### src/logic/controlPkg.sv
`default_nettype none

package controlPkg;

	typedef logic [5:0] opcodeT;
	typedef logic [5:0] functT;
	typedef logic [2:0] aluOpT;
	typedef logic [1:0] pcSrcT;
	typedef logic [1:0] memToRegT;
	typedef logic [1:0] aluSrcBT;
	typedef logic [3:0] instrClassT;

	typedef enum logic [5:0] {
		Reset, Busca, Wait, Write, Decode,
		LwOrSw, Lw, WaitLw, Wbs, Sw,
		AddLoad, Add, Sub, And, Xor, AddComp,
		Break, Nop, Jump, Beq, Bne, Lui, Overflow
	} stateT;

	localparam opcodeT OpRtype = 6'h00;
	localparam opcodeT OpJump = 6'h02;
	localparam opcodeT OpBeq = 6'h04;
	localparam opcodeT OpBne = 6'h05;
	localparam opcodeT OpLui = 6'h0F;
	localparam opcodeT OpLw = 6'h23;
	localparam opcodeT OpSw = 6'h2B;

	localparam functT FnAdd = 6'h20;
	localparam functT FnSub = 6'h22;
	localparam functT FnAnd = 6'h24;
	localparam functT FnXor = 6'h26;
	localparam functT FnBreak = 6'h0D;

	localparam instrClassT ClsJump = 4'h0;
	localparam instrClassT ClsBeq = 4'h1;
	localparam instrClassT ClsBne = 4'h2;
	localparam instrClassT ClsLui = 4'h3;
	localparam instrClassT ClsLw = 4'h4;
	localparam instrClassT ClsSw = 4'h5;
	localparam instrClassT ClsIllegal = 4'h7;
	localparam instrClassT ClsRtype = 4'h8; // Flag bit, set in every funct class
	localparam instrClassT ClsAdd = 4'h8;
	localparam instrClassT ClsSub = 4'h9;
	localparam instrClassT ClsAnd = 4'hA;
	localparam instrClassT ClsXor = 4'hB;
	localparam instrClassT ClsBreak = 4'hC;

	localparam aluOpT AluLoad = 3'd0;
	localparam aluOpT AluAdd = 3'd1;
	localparam aluOpT AluSub = 3'd2;
	localparam aluOpT AluAnd = 3'd3;
	localparam aluOpT AluXor = 3'd6;

	localparam pcSrcT PcAlu = 2'd0;
	localparam pcSrcT PcAluOut = 2'd1; // Branch target
	localparam pcSrcT PcJump = 2'd2;
	localparam pcSrcT PcEpc = 2'd3;

	localparam memToRegT WbAlu = 2'd0;
	localparam memToRegT WbMem = 2'd1;
	localparam memToRegT WbLui = 2'd2;

	localparam aluSrcBT SrcBReg = 2'd0;
	localparam aluSrcBT SrcBFour = 2'd1;
	localparam aluSrcBT SrcBImm = 2'd2;
	localparam aluSrcBT SrcBBranch = 2'd3;

endpackage

`default_nettype wire

### src/logic/opcodeDecoder.sv
`default_nettype none

module opcodeDecoder (
	input controlPkg::opcodeT OPcode,
	input controlPkg::functT Funct,
	output controlPkg::instrClassT instrClass
);
	import controlPkg::*;

	always_comb begin
		case (OPcode)
			OpRtype: begin
				case (Funct)
					FnAdd: begin
						instrClass = ClsAdd;
					end
					FnSub: begin
						instrClass = ClsSub;
					end
					FnAnd: begin
						instrClass = ClsAnd;
					end
					FnXor: begin
						instrClass = ClsXor;
					end
					FnBreak: begin
						instrClass = ClsBreak;
					end
					default: begin
						instrClass = ClsRtype | ClsIllegal; // Funct 0 lands here too
					end
				endcase
			end
			OpJump: begin
				instrClass = ClsJump;
			end
			OpBeq: begin
				instrClass = ClsBeq;
			end
			OpBne: begin
				instrClass = ClsBne;
			end
			OpLui: begin
				instrClass = ClsLui;
			end
			OpLw: begin
				instrClass = ClsLw;
			end
			OpSw: begin
				instrClass = ClsSw;
			end
			default: begin
				instrClass = ClsIllegal; // Unknown opcode
			end
		endcase
	end

endmodule

`default_nettype wire

### src/logic/stateSequencer.sv
`default_nettype none

module stateSequencer (
	input wire logic clock,
	input wire logic reset,
	input controlPkg::instrClassT instrClass,
	input wire logic sinalOverflow,
	output controlPkg::stateT state
);
	import controlPkg::*;

	stateT nextState;
	logic isRtype;

	assign isRtype = (instrClass & ClsRtype) == ClsRtype;

	// State changes on the falling edge, outputs settle by the rising edge
	always_ff @(negedge clock) begin
		if (reset) begin
			state <= Reset;
		end else begin
			state <= nextState;
		end
	end

	always_comb begin
		nextState = Busca;
		case (state)
			Reset: begin
				nextState = Busca;
			end
			Busca: begin
				nextState = Wait;
			end
			Wait: begin
				nextState = Write;
			end
			Write: begin
				nextState = Decode;
			end
			Decode: begin
				case (instrClass)
					ClsJump: nextState = Jump;
					ClsBeq: nextState = Beq;
					ClsBne: nextState = Bne;
					ClsLui: nextState = Lui;
					ClsLw, ClsSw: nextState = LwOrSw;
					default: nextState = isRtype ? AddLoad : Nop;
				endcase
			end
			LwOrSw: begin
				nextState = (instrClass == ClsSw) ? Sw : Lw;
			end
			Lw: begin
				nextState = WaitLw;
			end
			WaitLw: begin
				nextState = Wbs;
			end
			AddLoad: begin
				case (instrClass)
					ClsAdd: nextState = Add;
					ClsSub: nextState = Sub;
					ClsAnd: nextState = And;
					ClsXor: nextState = Xor;
					ClsBreak: nextState = Break;
					default: nextState = Nop; // Unknown funct
				endcase
			end
			Add: begin
				nextState = sinalOverflow ? Overflow : AddComp;
			end
			Sub, And, Xor: begin
				nextState = AddComp;
			end
			Break: begin
				nextState = Break; // Held until reset
			end
			default: begin
				nextState = Busca;
			end
		endcase
	end

endmodule

`default_nettype wire

### src/logic/controlOutputs.sv
`default_nettype none

module controlOutputs (
	input controlPkg::stateT state,
	output controlPkg::pcSrcT SrcPC,
	output logic ULASrcA,
	output controlPkg::aluSrcBT ULASrcB,
	output logic EscReg,
	output logic RegDst,
	output logic IREsc,
	output controlPkg::memToRegT Mem2Reg,
	output logic WriteMem,
	output logic StoreMem,
	output controlPkg::aluOpT ULAOp,
	output logic IorD,
	output logic PCWri,
	output logic PCWriCond,
	output logic ALUOutCtrl,
	output logic RegAload,
	output logic RegBload,
	output logic EPCWrite
);
	import controlPkg::*;

	always_comb begin
		SrcPC = PcAlu;
		ULASrcA = 1'b0;
		ULASrcB = SrcBReg;
		EscReg = 1'b0;
		RegDst = 1'b0;
		IREsc = 1'b0;
		Mem2Reg = WbAlu;
		WriteMem = 1'b0; // Memory reads unless this is high
		StoreMem = 1'b0;
		ULAOp = AluLoad;
		IorD = 1'b0;
		PCWri = 1'b0;
		PCWriCond = 1'b0;
		ALUOutCtrl = 1'b0;
		RegAload = 1'b0;
		RegBload = 1'b0;
		EPCWrite = 1'b0;
		case (state)
			Busca: begin
				ULASrcB = SrcBFour; // PC + 4
				ULAOp = AluAdd;
				PCWri = 1'b1;
			end
			Wait: begin
				ULASrcB = SrcBFour;
			end
			Write: begin
				ULASrcB = SrcBFour;
				IREsc = 1'b1;
				ULAOp = AluAdd;
			end
			Decode: begin
				ULASrcB = SrcBBranch; // Branch target computed early
				ULAOp = AluAdd;
				ALUOutCtrl = 1'b1;
			end
			LwOrSw, Lw, WaitLw, Wbs: begin
				ULASrcA = 1'b1;
				ULASrcB = SrcBImm;
				ULAOp = AluAdd;
				IorD = state != LwOrSw;
				ALUOutCtrl = (state == LwOrSw) || (state == WaitLw);
				RegAload = state == WaitLw;
				EscReg = state == Wbs;
				StoreMem = state == Wbs;
				Mem2Reg = (state == Wbs) ? WbMem : WbAlu;
			end
			Sw: begin
				ULASrcA = 1'b1;
				IREsc = 1'b1;
				WriteMem = 1'b1;
				ULAOp = AluAdd;
				IorD = 1'b1;
			end
			AddLoad, Add, Sub, And, Xor, AddComp: begin
				ULASrcA = 1'b1;
				RegDst = 1'b1;
				Mem2Reg = WbMem;
				ALUOutCtrl = state != AddComp;
				EscReg = state == AddComp;
				RegAload = state == AddLoad;
				RegBload = state == AddLoad;
				case (state)
					AddLoad: ULAOp = AluLoad;
					Sub: ULAOp = AluSub;
					And: ULAOp = AluAnd;
					Xor: ULAOp = AluXor;
					default: ULAOp = AluAdd;
				endcase
			end
			Break: begin
				ULASrcB = SrcBFour;
				ULAOp = AluSub;
			end
			Nop: begin
				ULAOp = AluSub;
			end
			Jump: begin
				SrcPC = PcJump;
				ULASrcB = SrcBFour;
				PCWri = 1'b1;
				ALUOutCtrl = 1'b1;
			end
			Beq, Bne: begin
				SrcPC = PcAluOut;
				ULASrcA = 1'b1;
				ULAOp = AluSub; // Compare by subtraction
				PCWriCond = 1'b1;
				PCWri = state == Bne;
			end
			Lui: begin
				ULASrcB = SrcBFour;
				EscReg = 1'b1;
				Mem2Reg = WbLui;
				StoreMem = 1'b1;
				ULAOp = AluAdd;
			end
			Overflow: begin
				SrcPC = PcEpc; // Jump to exception handler
				ULASrcB = SrcBFour;
				Mem2Reg = WbMem;
				ULAOp = AluSub;
				PCWri = 1'b1;
				EPCWrite = 1'b1;
			end
			default: begin
			end
		endcase
	end

endmodule

`default_nettype wire

### src/logic/controlUnit.sv
`default_nettype none

module controlUnit (
	input wire logic clock,
	input wire logic reset,
	input wire logic sinalOverflow,
	input controlPkg::opcodeT OPcode,
	input controlPkg::functT Funct,
	output controlPkg::pcSrcT SrcPC,
	output logic ULASrcA,
	output controlPkg::aluSrcBT ULASrcB,
	output logic EscReg,
	output logic RegDst,
	output logic IREsc,
	output controlPkg::memToRegT Mem2Reg,
	output logic WriteMem,
	output logic StoreMem,
	output controlPkg::aluOpT ULAOp,
	output logic IorD,
	output logic PCWri,
	output logic PCWriCond,
	output logic ALUOutCtrl,
	output logic RegAload,
	output logic RegBload,
	output logic EPCWrite,
	output controlPkg::stateT stateout
);
	import controlPkg::*;

	instrClassT instrClass;
	stateT state;

	assign stateout = state;

	opcodeDecoder decoder0 (
		.OPcode(OPcode),
		.Funct(Funct),
		.instrClass(instrClass)
	);

	stateSequencer sequencer0 (
		.clock(clock),
		.reset(reset),
		.instrClass(instrClass),
		.sinalOverflow(sinalOverflow),
		.state(state)
	);

	controlOutputs outputs0 (
		.state(state),
		.SrcPC(SrcPC),
		.ULASrcA(ULASrcA),
		.ULASrcB(ULASrcB),
		.EscReg(EscReg),
		.RegDst(RegDst),
		.IREsc(IREsc),
		.Mem2Reg(Mem2Reg),
		.WriteMem(WriteMem),
		.StoreMem(StoreMem),
		.ULAOp(ULAOp),
		.IorD(IorD),
		.PCWri(PCWri),
		.PCWriCond(PCWriCond),
		.ALUOutCtrl(ALUOutCtrl),
		.RegAload(RegAload),
		.RegBload(RegBload),
		.EPCWrite(EPCWrite)
	);

endmodule

`default_nettype wire

### config.mk
export PLATFORM = sky130hd
export DESIGN_NAME = controlUnit
export DESIGN_NICKNAME = d
export VERILOG_FILES = /design/src/logic/controlPkg.sv /design/src/logic/opcodeDecoder.sv /design/src/logic/stateSequencer.sv /design/src/logic/controlOutputs.sv /design/src/logic/controlUnit.sv
export SDC_FILE = /design/constraint.sdc
export NUM_CORES = 1
export LEC_CHECK = 0
export BUFFER_PORTS_ARGS = -buffer_cell sky130_fd_sc_hd__buf_2
export CAP_MARGIN = 20
export CORE_MARGIN = 2
export CORE_UTILIZATION = 44
export CTS_CLUSTER_DIAMETER = 40
export CTS_CLUSTER_SIZE = 24
export DETAILED_ROUTE_END_ITERATION = 12
export GPL_ROUTABILITY_DRIVEN = 0
export PLACE_DENSITY = 0.82
export SETUP_SLACK_MARGIN = 0.05
export SKIP_CTS_REPAIR_TIMING = 1
export SYNTH_ARGS = -nofsm -noshare
export SYNTH_HDL_FRONTEND = slang
export SYNTH_SLANG_ARGS = --single-unit
### constraint.sdc
create_clock -name clock -period 1.97 [get_ports clock]
set_clock_uncertainty 0.1 [all_clocks]
set_input_delay 0.394 -clock clock [delete_from_list [all_inputs] [get_ports clock]]
set_output_delay 0.394 -clock clock [all_outputs]
set_load 0.02 [all_outputs]
==> summary.txt, run 1 <==
Synthesis
  – Most frequent cells after synthesis: nor2_1 (19), a21oi_1 (12), nand2_1 (12)
  – Avg Synthesized Cell Area: 6.56 um^2
  – Synthesized Nets: between 150 and 200
  – Largest cells by area after synthesis: dfxtp_1 (9.1%), nor2_1 (6.5%), a21oi_1 (5.5%)
  – Seq/Total Area, Yosys: roughly 9.1%
  – Async S/R FF share, synth: 0%
  – Top-count cell post-synth: nor2_1
  – FF+latch count, synth: 5
  – Post-synth EDFFs: 0
  – Ys Warns: 0
  – Synth cell types: 53
  – Share of the synthesized area in the top cell type: 9.14%
  – Gate Count Post-Synth: around 170
  – Dominant cell type by area after synthesis: dfxtp_1
  – Mapped Area: between 1000 and 1500 um^2
  – Most used DFF post-synth: dfxtp_1

Run status
  – Failed at: global routing (5_1_grt)
  – Run Error: [ERROR DPL-0038] Utilization greater than 100%, impossible to legalize
  – Status: aborted with a tool error

STA
  – Worst_ep grt: ULASrcB[1]
  – Worst EP kind: primary output

Placed design
  – DP Worst Slack: -1230 ps
  – # placed instances: between 200 and 300
  – Post-DP HPWL: 3640 um
  – IO Port Bufs: 41

Clocking
  – H-tree Lvls: 1
  – Cell at the root of the clock tree: clkbuf_4
  – TritonCTS Buffers: 3
  – Num Clock Sinks: 5
  – Clock Tree Buf Depth: 2

Floorplan
  – Die width: 53.9 um
  – Initial Utilization: 45.4%
  – IO Count: 43
  – Num rows: 18
  – Chip Height: ~54 um

GRT
  – Largest net degree at the start of global routing: 15
through the flow:
stage / hold slack [ps] / area, um^2
2_1_floorplan: 576 / 1490
3_3_place_gp: 551 / 2080
3_5_place_dp: 547 / 2080
4_1_cts: 562 / 2120
logic make-up after synthesis:
group	Yosys count	share of synthesized area, %
AOI/OAI and AO/OA	58	37.4
other	1	0.343
muxes	3	3.09
and+or+nand+nor	75	39.0
DFF	5	9.14
xor gates and xnor gates	1	0.800
buffers and inverters	24	10.3
==> run 2: changes to the inputs <==
--- a/config.mk
+++ b/config.mk
@@ -7,14 +7,11 @@
 export LEC_CHECK = 0
 export BUFFER_PORTS_ARGS = -buffer_cell sky130_fd_sc_hd__buf_2
 export CAP_MARGIN = 20
-export CORE_MARGIN = 2
-export CORE_UTILIZATION = 44
-export CTS_CLUSTER_DIAMETER = 40
-export CTS_CLUSTER_SIZE = 24
+export CORE_AREA = 2 2 63 65
 export DETAILED_ROUTE_END_ITERATION = 12
+export DIE_AREA = 0 0 65 67
 export GPL_ROUTABILITY_DRIVEN = 0
-export PLACE_DENSITY = 0.82
-export SETUP_SLACK_MARGIN = 0.05
+export PLACE_DENSITY_LB_ADDON = 0.15
 export SKIP_CTS_REPAIR_TIMING = 1
 export SYNTH_ARGS = -nofsm -noshare
 export SYNTH_HDL_FRONTEND = slang
==> constraint.sdc (replaced) <==
create_clock -name clock -period 2.6 [get_ports clock]
set_clock_uncertainty 0.1 [all_clocks]
set_input_delay 0.52 -clock clock [delete_from_list [all_inputs] [get_ports clock]]
set_output_delay 0.52 -clock clock [all_outputs]
set_load 0.02 [all_outputs]
==> run 2 against run 1 <==
Synthesized cell count is the same. Synthesized area is the same. The flow now finishes, with violations (negative setup slack).
==> summary.txt, run 2 <==
Detailed routing
  – DRT iter0 DRCs: 56
  – Wire per inst: between 10 and 15 um
  – DRC viols: 0
  – Drt total wl: approximately 4700 um
  – Vias: 1705
  – Vias/cell: around 5.3
  – DRT met1 WL: 1830 um
  – Top Metal Used: met4
  – Total length of routed met3 wires: ~170 um
  – DRT antenna net count: 0
  – Drt pass-1 iters: 4
  – Metal2 WL: roughly 2600 um

STA
  – Pins over their slew limit: 0
  – Final worst setup slack: -856 ps
  – Fin. Hold Viols: 0
  – Final Setup Violations: 32
  – Slew Limit Headroom: around 53%
  – RSZ-0062 raised after global routing: true
  – Least-Margin Pin Slew: approximately 690 ps

Clocking
  – CTS tree: done
  – Worst skew pair latency: approximately 300 ps
  – TritonCTS Buffers: 3 (unchanged)
  – Cell at the root of the clock tree: clkbuf_8
  – H-tree Lvls: 1 (unchanged)
  – CTS clk-pin slew, worst paths: 30 ps
  – Clock Tree Buf Depth: 2 (unchanged)
  – Num Clock Sinks: 5 (unchanged)

Synthesis
  – Seq/Total Area, Yosys: 9.14% (unchanged)
  – Ys Warns: 0 (unchanged)
  – Synth cell types: 53 (unchanged)
  – Top-count cell post-synth: nor2_1
  – Most frequent cells after synthesis: nor2_1 (19), a21oi_1 (12), nand2_1 (12)
  – Most used DFF post-synth: dfxtp_1
  – Async S/R FF share, synth: 0% (unchanged)
  – Post-synth EDFFs: 0 (unchanged)
  – Mapped Area: 1090 um^2 (unchanged)
  – Share of the synthesized area in the top cell type: 9.14% (unchanged)
  – FF+latch count, synth: 5 (unchanged)
  – Dominant cell type by area after synthesis: dfxtp_1
  – Synthesized Nets: 182 (unchanged)
  – Avg Synthesized Cell Area: 6.56 um^2 (unchanged)
  – Largest cells by area after synthesis: dfxtp_1 (9.1%), nor2_1 (6.5%), a21oi_1 (5.5%)
  – Gate Count Post-Synth: 167 (unchanged)

Pwr
  – Net Sw Frac: a little over a third
  – Sequential share of power: a little under a fifth
  – Power per cell area: 161 nW/um^2
  – Logic pwr share: between 30 and 40%
  – Clk pwr share: 42.2%
  – Internal power: 0.271 mW
  – NetSw: ~0.15 mW
  – Worst vdd ir: approximately 140 uV
  – Leakage: around 1.1 nW

Floorplan
  – Die width: 65 um (+21%)
  – Num rows: 22 (+4)
  – IO Count: 43 (unchanged)
  – Initial Utilization: 30.4% (-15 points)
  – Die area: ~4400 um^2
  – Area of the core: approximately 3600 um^2
  – Chip Height: 67 um (+24%)

GRT
  – Largest net degree at the start of global routing: 24
  – Global-route wire length before repair: between 6000 and 7000 um
  – Total track usage: between 10% and 20%
  – Antenna violations before repair: 0
  – Gr ovfl total: 0
  – Vias in the first global route: between 1500 and 2000

Min path
  – Hold Path Origin: sequencer0.state[3]
  – Min-delay worst type: reg2reg

Setup path
  – Origin of the critical flop-to-flop path: sequencer0.state[3]
  – Largest stage delay, worst path: 410 ps
  – Worst-path cell chain: buf_6 > nor2b_4 > a22oi_2 > nor3b_2 > buf_4
  – CP max-delay cell: dfxtp_4
  – Crit. End Element: primary output
  – CP startpoint kind: flip-flop
  – Worst Reg2Reg Path Length in Cells: 7
  – End point of the critical path: RegAload
  – R2r setup slk: about 600 ps
  – Crit Path Category: reg2out
  – Required @ worst endpoint: 1980 ps
  – R2r endpoint: sequencer0.state[4]
  – Setup crit start: sequencer0.state[2]
  – CP Max Fanout: 7
  – Crit path arrival time: approximately 2800 ps

Layout
  – Most frequent cells in the layout: buf_4 (57), buf_6 (37), buf_2 (13), inv_1 (12), nor2_4 (12)
  – Top Registers: sequencer0.state: 5 flops
  – Max reg flops: 5
  – N_diodes: 0
  – Most common cell after layout, fill and taps aside: buf_4
  – Ratio of cells with drive above 1 in the final layout: between 60% and 70%
  – # fillers: between 200 and 300
  – Total Nets Final: roughly 290
  – Most flops, register: sequencer0.state
  – Area grow syn2layout: 136%
  – Final Core Density: between 70% and 80%

Placed design
  – IO Port Bufs: 41 (unchanged)
  – DP Worst Slack: -1070 ps (+154 ps)
  – Post-DP HPWL: 3460 um (-4.8%)

Run status
  – Failing checks: negative setup slack
  – Status: finished, violations left

Run
  – Max-cap violations: 0
==> run 2: cell counts after synthesis <==
Identical to the previous run, type by type.
==> run 2: worst min path at each step <==
stage,depth (start not counted),slack (ps),to
after detailed placement,3,700,sequencer0.state[4]
after CTS,3,710,sequencer0.state[4]
after global routing,4,790,sequencer0.state[4]
after floorplan,3,580,sequencer0.state[0]
after global placement,4,700,sequencer0.state[4]
final,4,750,sequencer0.state[1]
==> run 2: per-stage QoR <==
step / total power, mW / TNS, ps / instances / hold slack, ps / instance area, um^2
global route: 0.444 / -22170 / 321 / 785 / 2590
floorplan: 0.165 / -14050 / 167 / 576 / 1490
CTS: 0.396 / -22650 / 311 / 714 / 2140
finish: 0.417 / -20820 / 321 / 747 / 2590
global placement: 0.227 / -15730 / 303 / 698 / 2080
detailed placement: 0.230 / -16140 / 303 / 703 / 2080
==> run 2: worst max-delay path, delay by kind of cell (launching register included) <==
kind / cells / cell delay [ps]
AOI/OAI and AO/OA: 1 / 100
buffers and inverters: 2 / 310
DFF: 1 / 410
and+or+nand+nor: 2 / 420
==> run 2: cell type report <==
type / count / area [um^2] / share of cell area [%]
Inverter: 8 / 40.0 / 1.55
Clock inverter: 6 / 22.5 / 0.871
Tap cell: 48 / 60.1 / 2.32
Sequential cell: 5 / 119 / 4.60
Timing Repair Buffer: 112 / 1000 / 38.8
Multi-Input combinational cell: 139 / 1300 / 50.2
Clock buffer: 3 / 41.3 / 1.60
==> run 2: routing by layer <==
metal	GRT usage, %	up-vias
met5	0	-
met4	7.71	0
met3	1.01	6
met2	37.2	51
met1	23.5	816
li1	-	832
==> run 2: logic make-up after synthesis <==
group	synth area share, %
AO/OA/AOI/OAI	37.4
flip-flops	9.14
other	0.343
XOR/XNOR	0.800
AND/OR/NAND/NOR	39.0
multiplexers	3.09
buffers and inverters	10.3
==> run 2: power by group through the flow <==
stage / clock network (mW) / registers [mW] / logic, mW
CTS: 0.180 / 0.0790 / 0.137
floorplan: 0.0142 / 0.0801 / 0.0705
detailed placement: 0.0142 / 0.0798 / 0.136
global route: 0.191 / 0.0800 / 0.173
finish: 0.176 / 0.0800 / 0.161
global placement: 0.0142 / 0.0799 / 0.133
(Power assumes the default switching activity.)
==> run 3: changes to the inputs <==
--- a/config.mk
+++ b/config.mk
@@ -7,11 +7,13 @@
 export LEC_CHECK = 0
 export BUFFER_PORTS_ARGS = -buffer_cell sky130_fd_sc_hd__buf_2
 export CAP_MARGIN = 20
-export CORE_AREA = 2 2 63 65
+export CELL_PAD_IN_SITES_DETAIL_PLACEMENT = 2
+export CELL_PAD_IN_SITES_GLOBAL_PLACEMENT = 2
+export CORE_MARGIN = 2
+export CORE_UTILIZATION = 25
 export DETAILED_ROUTE_END_ITERATION = 12
-export DIE_AREA = 0 0 65 67
 export GPL_ROUTABILITY_DRIVEN = 0
-export PLACE_DENSITY_LB_ADDON = 0.15
+export PLACE_DENSITY = 0.91
 export SKIP_CTS_REPAIR_TIMING = 1
 export SYNTH_ARGS = -nofsm -noshare
 export SYNTH_HDL_FRONTEND = slang
==> run 3 against run 2 <==
The flow now stops in global routing (5_1_grt). Synthesized area unchanged. Synthesized cell count unchanged.
==> summary.txt, run 3 <==
Run status
  – Status: aborted with a tool error
  – Failed at: global routing (5_1_grt)
  – Run Error: [ERROR DPL-0033] detailed placement checks failed during check placement.

Clocking
  – Num Clock Sinks: 5 (unchanged)
  – Cell at the root of the clock tree: clkbuf_8
  – Clock Tree Buf Depth: 2 (unchanged)
  – TritonCTS Buffers: 3 (unchanged)
  – H-tree Lvls: 1 (unchanged)

Floorplan
  – Die width: 70.2 um (+8.0%)
  – Initial Utilization: 25.5% (-4.9 points)
  – Chip Height: 70.2 um (+4.7%)
  – Num rows: 24 (+9.1%)
  – IO Count: 43 (unchanged)

Synthesis
  – Avg Synthesized Cell Area: 6.56 um^2 (unchanged)
  – Most frequent cells after synthesis: nor2_1 (19), a21oi_1 (12), nand2_1 (12)
  – FF+latch count, synth: 5 (unchanged)
  – Async S/R FF share, synth: 0% (unchanged)
  – Ys Warns: 0 (unchanged)
  – Largest cells by area after synthesis: dfxtp_1 (9.1%), nor2_1 (6.5%), a21oi_1 (5.5%)
  – Post-synth EDFFs: 0 (unchanged)
  – Most used DFF post-synth: dfxtp_1
  – Synth cell types: 53 (unchanged)
  – Top-count cell post-synth: nor2_1
  – Synthesized Nets: 182 (unchanged)
  – Mapped Area: 1090 um^2 (unchanged)
  – Share of the synthesized area in the top cell type: 9.14% (unchanged)
  – Gate Count Post-Synth: 167 (unchanged)
  – Dominant cell type by area after synthesis: dfxtp_1
  – Seq/Total Area, Yosys: 9.14% (unchanged)

GRT
  – Largest net degree at the start of global routing: 20
  – Antenna violations before repair: 1

STA
  – Worst_ep grt: ULAOp[0]
  – Worst EP kind: primary output

Placed design
  – # placed instances: 310 (+2.3%)
  – Dpl cell area: 2110 um^2 (+1.3%)
  – IO Port Bufs: 41 (unchanged)
  – Post-DP HPWL: 5290 um (+53%)
[run 3: per-stage QoR]
stage / setup WS, ps / utilization [%] / setup TNS, ps
4_1_cts: -1060 / 51.0 / -25390
3_5_place_dp: -1190 / 49.0 / -17380
3_3_place_gp: -1050 / 49.0 / -15670
2_1_floorplan: -810 / - / -14050
[run 3: cells by family after synthesis]
| kind of cell | after synthesis | share of synthesized area (%) |
|---|---|---|
| other | 1 | 0.343 |
| AND/OR/NAND/NOR | 75 | 39.0 |
| buffers and inverters | 24 | 10.3 |
| AO/OA/AOI/OAI | 58 | 37.4 |
| multiplexers | 3 | 3.09 |
| flip-flops | 5 | 9.14 |
| XOR/XNOR | 1 | 0.800 |
